## src/logic/pix_pkg.sv

```systemverilog
package pix_pkg;

    // ==================================================
    // Data widths
    // ==================================================

    // Bits per sensor pixel
    localparam int pix_width = 12;

    // Bits per stored word with the pixel in the low bits
    localparam int word_width = 16;

    // ==================================================
    // Command port
    // ==================================================

    // Encodings of the cmd input
    localparam logic cmd_capture = 1'b0;
    localparam logic cmd_readout = 1'b1;

    // Width of the frame memory block select
    localparam int block_bits = 3;

endpackage

```

## src/logic/pix_fifo.sv

```systemverilog
`timescale 1ns/1ps

module pix_fifo
    import pix_pkg::*;
#(
    parameter int depth = 8
) (
    input  logic                  clk,
    input  logic                  reset,
    input  logic                  flush,
    output logic                  w_ready,
    input  logic                  w_trigger,
    input  logic [word_width-1:0] w_data,
    output logic                  r_ready,
    input  logic                  r_trigger,
    output logic [word_width-1:0] r_data
);

    localparam int addr_w = $clog2(depth);

    logic [word_width-1:0] mem [0:depth-1];

    // Top bit of each pointer is the wrap bit
    logic [addr_w:0] wr_ptr;
    logic [addr_w:0] rd_ptr;
    logic            full;
    logic            empty;

    assign empty = (wr_ptr == rd_ptr);
    assign full  = (wr_ptr[addr_w] != rd_ptr[addr_w]) &&
                   (wr_ptr[addr_w-1:0] == rd_ptr[addr_w-1:0]);

    assign w_ready = !full;
    assign r_ready = !empty;
    assign r_data  = mem[rd_ptr[addr_w-1:0]];

    // ==================================================
    // Pointers
    // ==================================================
    always_ff @(posedge clk) begin
        if (reset || flush) begin
            wr_ptr <= '0;
            rd_ptr <= '0;
        end else begin
            if (w_ready && w_trigger) begin
                wr_ptr <= wr_ptr + 1'b1;
            end
            if (r_ready && r_trigger) begin
                rd_ptr <= rd_ptr + 1'b1;
            end
        end
    end

    // Storage
    always_ff @(posedge clk) begin
        if (w_ready && w_trigger) begin
            mem[wr_ptr[addr_w-1:0]] <= w_data;
        end
    end

endmodule

```

## config.mk

```make
export PLATFORM = sky130hd
export DESIGN_NAME = pix_fifo
export DESIGN_NICKNAME = d
export VERILOG_FILES = /design/src/logic/pix_pkg.sv /design/src/logic/pix_fifo.sv
export SDC_FILE = /design/constraint.sdc
export NUM_CORES = 1
export LEC_CHECK = 0
export ABC_AREA = 1
export ABC_CLOCK_PERIOD_IN_PS = 3400
export BUFFER_PORTS_ARGS = -buffer_cell sky130_fd_sc_hd__buf_2
export CORE_MARGIN = 2
export CORE_UTILIZATION = 64
export DETAILED_ROUTE_END_ITERATION = 10
export PLACE_DENSITY = 0.84
export SLEW_MARGIN = 20
export SYNTH_ARGS = -nofsm -noshare
export SYNTH_HDL_FRONTEND = slang
export SYNTH_SLANG_ARGS = --single-unit
```

## constraint.sdc

```tcl
create_clock -name clk -period 3.4 [get_ports clk]
set_input_delay 0.17 -clock clk [delete_from_list [all_inputs] [get_ports clk]]
set_output_delay 0.17 -clock clk [all_outputs]
set_load 0.03 [all_outputs]
```

==> impl_metrics.yaml <==
outcome:
  status: "finished clean"
layout:
  fillers: 463
  final-instance-count-excl-fill: 607
  fin_area_mm2: 0.00671
  final_core_util_pct: 78.1
  area_delta_synth_final_pct: 19.7
  n_antenna_cell: 0
  layout_commonest_cell: "edfxtp_1"
  fin_nets: 509
  layout_common_cells: "128 x edfxtp_1, 69 x nand2_1, 53 x nor2_1"
  final_layout_size_suffix_gt1_share_pct: 18.6
timing:
  setup_viol: 0
  worst_slack_ns: 0.716
  finalSetupTns_ns: 0
  fmax_mhz: 373
  grt_setup_unrepaired: "no"
  slew_viol_final: 0
  timing.hold.ws_ns: 0.0390
  tightest_slew_ns: 0.809
  hold_viol_final: 0
  fin_crit_ns: 2.68
  period_share_pct: 79.0
  clock_skew_ns: 0.00828
  slew_headroom_pct: 46.0
detailed_routing:
  routed_via_density: 6.03
  drt-pass1-iter-count: 5
  num_vias: 3658
  final_antenna_net_count: 0
  wl_um: 12100
  wl_per_cell_um: 19.9
  drc: 0
  drtIter0Drc: 446
critical_path:
  r2r_end: "mem[5][8]"
  ff2ff_path_depth: 7
  worstSetupStartpointType: "register"
  worst-path-max-fanout: 27
  worstPathRequired_ns: 3.23
  critPathKind: "reg2out"
  arrival_ns: 2.51
  endpoint_kind: "output port"
  r2r_start: "wr_ptr[2]"
  ff2ff_setup_slack_ns: 1.44
global_route:
  grt_start_max_net_pins: 65
  grt_pass1_vias: 3648
  grt.overflow.total: 0
  grt_usage_pct: 26.9
  grt_pass1_wl_um: 19000
  antenna_found_initial: 0
pwr:
  leakagePower_nw: 2.35
  power.density_mw_per_mm2: 603
  finalPower_mw: 4.05
  vdd_ir_drop_max_uv: 428
placed_design:
  port_buffers: 38
  gp_congestion: 0.874
  place_ws_ns: 1.32
  dpl_cell_area_mm2: 0.00590
  dp_hpwl_um: 6220
  dp.cells: 555
die:
  io_pins: 39
  die_h_um: 97.6
  start_util_pct: 65.2
  dieWidth_um: 97.6
  rows: 34
  core_area_mm2: 0.00859
  die_area_mm2: 0.00952
synthesis:
  synth_seq_area_share_pct: 72.5
  synth.distinct_cells: 27
  ys_seq_elements: 139
  yosysWarnings: 0
  synth_cells: 419
  netlist_area_mm2: 0.00561
  syn_avg_cell_area_um2: 13.4
  synth_nets: 442
clock_tree:
  path_clk_slew_ns: 0.06
  clock_latency_ns: 0.51
  clockRootBuffer: "clkbuf_8"
  cts_buffers: 17
  cts_max_level: 4
  cts_buffer_depth: 2
  ctsResizeCount: 0
  cts.sinks: 139
  tritoncts: "built"
hold_path:
  hold_class: "in2reg"
  worstHoldEndpoint: "wr_ptr[1]"
  hold-path-cell-count: 3
  hold_start: "w_trigger"
run:
  maxCapViolCount: 0
-- cells in the mapped netlist --
master,n,share of area [%]
nand3b_1,1,0.13
nor2_2,1,0.11
dfxtp_1,11,3.9
inv_1,12,0.80
inv_2,1,0.067
xnor2_2,1,0.29
nand2_2,3,0.33
nand4_4,1,0.38
buf_2,6,0.54
a21oi_4,1,0.29
o22ai_1,32,3.6
mux2i_1,32,5.7
clkbuf_1,3,0.20
ha_1,2,0.45
nand3_1,7,0.62
edfxtp_1,128,69
buf_1,5,0.33
nand2_8,1,0.36
buf_4,4,0.54
o21ai_0,32,2.9
nand2_1,69,4.6
nor2_1,53,3.5
and2_4,1,0.16
a21oi_1,7,0.62
buf_6,2,0.40
nand2_4,2,0.40
nand3_2,1,0.18
-- per-layer routing --
layer  GRT usage, %  wire, µm
met1           34.5      4870
met3           7.48       884
met2           43.4      6000
met5              0         0
met4           11.3       309
-- power breakdown --
group | leakage [nW] | internal, mW | switching [mW]
registers | 1.25 | 1.89 | 0.0205
clock network | 0.297 | 1.19 | 0.709
logic | 0.799 | 0.0797 | 0.149
total | 2.35 | 3.17 | 0.879
-- final cells by class --
type,count,area [µm²],area share [%]
timing repair buffer,68,465,6.94
sequential,139,4070,60.6
inverter,13,48.8,0.727
multi-input combinational,247,1380,20.6
tap,108,135,2.01
clock buffer,18,418,6.23
clock inverter,14,194,2.89
-- cells by family after synthesis --
logic type | share of synthesized area (%)
DFF | 72.5
muxes | 5.71
xor gates and xnor gates | 0.290
buffers and inverters | 2.88
adders and majority gates | 0.446
and+or+nand+nor | 10.8
AOI/OAI and AO/OA | 7.34
-- worst max path at each step --
stage                   start         end  slack [ns]
finish               register   r_data[4]        0.72
global route         register  r_data[11]        0.52
CTS                  register   r_data[1]        0.66
detailed placement   register   r_data[2]        1.32
global placement     register   r_data[2]        1.38
floorplan           wr_ptr[2]   mem[0][0]        1.30
-- sequential cells by signal (all words and copies together) (netlist names), named ones only --
| register | cells |
|---|---|
| mem | 128 |
| wr_ptr | 4 |
| rd_ptr | 4 |
-- worst max-delay path: stages, from the launching register on --
cell,delay [ns]
dfxtp_2,0.74
buf_4,0.44
o21ai_0,0.17
o22ai_1,0.24
nand2_1,0.09
nand2_1,0.12
buf_2,0.20
-- timing repair --
| item | 4_1_cts | 5_1_grt |
|---|---|---|
| endpoints found under the hold margin | 131 | 0 |
| buffers inserted | 0 | 0 |
| hold buffers | 20 | 0 |
Note: power is estimated with default switching activity, not from simulation.
