[config.mk]
export PLATFORM = sky130hd
export DESIGN_NAME = pix_capture
export DESIGN_NICKNAME = d
export VERILOG_FILES = /design/src/logic/pix_pkg.sv /design/src/logic/pix_capture.sv
export SDC_FILE = /design/constraint.sdc
export NUM_CORES = 1
export LEC_CHECK = 0
export ABC_CLOCK_PERIOD_IN_PS = 1920
export BUFFER_PORTS_ARGS = -buffer_cell sky130_fd_sc_hd__buf_2
export CAP_MARGIN = 20
export CORE_UTILIZATION = 40
export CTS_BUF_LIST = sky130_fd_sc_hd__clkbuf_8
export CTS_CLUSTER_SIZE = 24
export DETAILED_ROUTE_END_ITERATION = 10
export GPL_TIMING_DRIVEN = 0
export PLACE_DENSITY = 0.74
export SETUP_SLACK_MARGIN = 0.15
export SLEW_MARGIN = 30
export SYNTH_ARGS = -nofsm -noshare
export SYNTH_HDL_FRONTEND = slang
export SYNTH_SLANG_ARGS = --single-unit
export TNS_END_PERCENT = 50
[constraint.sdc]
create_clock -name clk -period 1.92 [get_ports clk]
set_clock_uncertainty 0.15 [all_clocks]
set_input_delay 0.192 -clock clk [delete_from_list [all_inputs] [get_ports clk]]
set_output_delay 0.192 -clock clk [all_outputs]
set_load 0.05 [all_outputs]
[src/logic/pix_pkg.sv]
package pix_pkg;

    // ==================================================
    // Data widths
    // ==================================================

    // Bits per sensor pixel
    localparam int pix_width = 12;

    // Bits per stored word with the pixel in the low bits
    localparam int word_width = 16;

    // ==================================================
    // Command port
    // ==================================================

    // Encodings of the cmd input
    localparam logic cmd_capture = 1'b0;
    localparam logic cmd_readout = 1'b1;

    // Width of the frame memory block select
    localparam int block_bits = 3;

endpackage

[src/logic/pix_capture.sv]
`timescale 1ns/1ps

module pix_capture
    import pix_pkg::*;
(
    input  logic                  clk,
    input  logic                  reset,
    input  logic                  start,
    input  logic                  abort,
    input  logic                  pix_valid,
    input  logic [pix_width-1:0]  pix_d,
    input  logic                  pix_fv,
    input  logic                  pix_lv,
    input  logic                  w_ready,
    output logic                  w_trigger,
    output logic [word_width-1:0] w_data
);

    localparam logic [1:0] st_idle     = 2'd0;
    localparam logic [1:0] st_wait_inv = 2'd1;
    localparam logic [1:0] st_wait_sof = 2'd2;
    localparam logic [1:0] st_frame    = 2'd3;

    logic [1:0]           state;
    logic                 valid_q;
    logic                 fv_q;
    logic                 lv_q;
    logic [pix_width-1:0] d_q;
    logic                 in_frame;

    // ==================================================
    // Input registers
    // ==================================================
    always_ff @(posedge clk) begin
        if (reset) begin
            valid_q <= 1'b0;
            fv_q    <= 1'b0;
            lv_q    <= 1'b0;
        end else begin
            valid_q <= pix_valid;
            fv_q    <= pix_fv;
            lv_q    <= pix_lv;
        end
    end

    always_ff @(posedge clk) begin
        d_q <= pix_d;
    end

    // ==================================================
    // Frame sync
    // ==================================================
    always_ff @(posedge clk) begin
        if (reset) begin
            state <= st_idle;
        end else if (abort) begin
            state <= st_idle;
        end else if (start) begin
            // A frame already running is skipped
            state <= st_wait_inv;
        end else begin
            case (state)
                st_wait_inv: if (!fv_q) state <= st_wait_sof;
                st_wait_sof: if (fv_q) state <= st_frame;
                st_frame:    if (!fv_q) state <= st_idle;
                default:     state <= st_idle;
            endcase
        end
    end

    // The first cycle of frame valid already counts as in-frame
    assign in_frame = (state == st_frame) || ((state == st_wait_sof) && fv_q);

    // Pixel is dropped when the FIFO has no room
    assign w_trigger = in_frame && fv_q && lv_q && valid_q && w_ready;
    assign w_data    = {{(word_width - pix_width){1'b0}}, d_q};

endmodule

==> results.toml <==
[floorplan]
die_h_um = 38.2
io_pins = 37
die_area_mm2 = 0.00146
rows = 12
start_util = 0.453
core_area_mm2 = 0.00116
die_w_um = 38.2

[cts]
clockBufferDepth = 2
cts_made_buffers = 3
cts_tree = "done"
clk_pin_slew_worst_paths_ps = 60
cts_resized = 0
cts.sinks = 17
clock_latency_ps = 250
htreeDepth = 1
cts-root-buf = "clkbuf_8"

[global_routing]
grt_pass1_vias = 498
grt_pass1_wl_um = 1950
antenna_found_initial = 0
grt_usage = 0.208
grt-ovfl-total = 0
grt_start_max_net_pins = 10

[power]
peakVddDrop_mv = 0.615
pwr_density_cell_mw_per_mm2 = 855
leakagePower_nw = 0.449

[finish]
synthToLayoutAreaGrowth_pct = 71.4
fillers = 68
fin_nets = 120
drive_above_1_share = 0.427
design_area_um2 = 898
n_antenna_cell = 0
post-route-util = 0.777

[synthesis]
syn_area_um2 = 524
synthTopCellsByCount = "17 x dfxtp_1, 4 x buf_4, 4 x nor2b_1"
synth_cell_types = 16
synth_top_area_frac = 0.649
syn_avg_cell_area_um2 = 12.2
yosys_most_used_dff = "dfxtp_1"
synthArstFlopShare = 0
synth-edff-count = 0
synth-seq-cells = 17
yosysTopAreaCell = "dfxtp_1"
netlist_instances = 43
synth_warnings = 0
yosys-top-cells-area = "dfxtp_1 65%, ha_1 7.2%, buf_4 5.7%"
synth.most_common_cell = "dfxtp_1"
synth_seq_area_share = 0.649

[run_status]
status = "complete, no violations"

[routing]
routedWlPerCell_um = 11.0
postRouteAntennaNets = 0
vias = 490
routed_wl_um = 1210
post_drt_via_cell_ratio = 4.45
drtPass1Iterations = 4
dr.first_iter.drc_count = 3
drc = 0

[placement]
dpl.hpwl_um = 707
portBuffers = 32
placed_area_um2 = 713
preCtsSetupSlack_ps = 504
gp_congestion = 0.671

[sta]
slew_violations = 0
max_freq_ghz = 0.614
period_share = 0.848
setup_ws_ps = 292
period_needed_ps = 1630
rsz0062_at_grt = "no"
setup_viol = 0
fin_tns_setup_ps = 0
hold_viol = 0

[critical_path]
crit_type = "flop to output pin"
end_kind = "output pin"
required_ps = 1580
crit_slowest_cell = "dfxtp_1"
arrival_ps = 1290
crit_family = "flip-flops"
path_cells = "inv_1 > ha_1 > nor2_1 > nor2_1 > buf_2"
path_buf_inv = 2
crit_fanout = 4
startpoint_type = "flop"
critPathMostFrequentCell = "nor2_1"
cp_slowest_stage_delay_ps = 380

[flow_run]
drv_cap = 0

[hold_path]
min_path_type = "input pin to flop"
## cells by family after synthesis
| family | share of synthesized area |
|---|---|
| flops | 0.649 |
| simple gates | 0.131 |
| buf+inv | 0.0716 |
| compound gates | 0.0692 |
| fa+ha+maj | 0.0716 |
| other cells | 0.00715 |
## routing by layer
layer	GRT usage	part of all wire
met1	0.159	0.34
met2	0.424	0.54
met3	0.0640	0.083
met4	0.134	0.045
met5	0	0
## repair_timing
item / CTS / global route
hold endpoints to repair: 14 / 0
hold buffers: 14 / 0
endpoints found under the setup margin: 0 / 0
buffers inserted: 0 / 0
## cell usage in the layout, fill, tap and decap left out
cell,count
and3b_1,1
nor2b_1,4
nand4_1,1
clkbuf_8,3
nor2_1,3
ha_1,3
inv_1,3
buf_2,32
buf_4,4
a31oi_1,1
dlygate4sd3_1,14
o21ai_1,1
nor3b_2,1
o21a_1,1
nor3_1,1
a211oi_2,1
o21ai_0,1
dfxtp_1,17
conb_1,4
## power breakdown
| part | total (mW) | internal, mW | switching [mW] | leakage, nW |
|---|---|---|---|---|
| sequential | 0.377 | 0.371 | 0.00616 | 0.143 |
| clock | 0.252 | 0.141 | 0.111 | 0.0269 |
| combinational | 0.139 | 0.0530 | 0.0861 | 0.279 |
| total | 0.768 | 0.565 | 0.203 | 0.449 |
## path summary, 6_finish.rpt
| kind | start | endpoint | slack (ps) | depth (start not counted) |
|---|---|---|---|---|
| hold reg to reg | state[0]$_SDFFE_PP0P_ | state[0]$_SDFFE_PP0P_ | 410 | 2 |
| setup / recovery | state[0]$_SDFFE_PP0P_ | w_trigger | 290 | 5 |
| hold / removal | reset | fv_q$_SDFF_PP0_ | 30 | 2 |
| setup reg to reg | state[1]$_SDFFE_PP0P_ | state[1]$_SDFFE_PP0P_ | 500 | 5 |
## sequential cells by signal, indices dropped and copies added (netlist names)
register and count:
state 2, lv_q 1, fv_q 1, d_q 12
valid_q 1
## through the flow
stage | power (mW) | std cells | hold slack [ps]
2_1_floorplan | 0.465 | 46 | 69.7
3_3_place_gp | 0.497 | 92 | 144
3_5_place_dp | 0.499 | 92 | 146
4_1_cts | 0.771 | 110 | 2.82
5_1_grt | 0.799 | 110 | 27.6
6_report | 0.768 | 110 | 25.5
## layout make-up
class                   instances  area [um2]  share of cell area
inverters                       2        7.51             0.00836
clock buffers                   3        41.3              0.0460
well taps                      14        17.5              0.0195
plain buffers                   4        30.0              0.0334
multi-input cells              23         158               0.175
repair buffers                 46         300               0.334
flip-flops and latches         17         340               0.379
clock inverters                 1        3.75             0.00418
(Power assumes the default switching activity.)
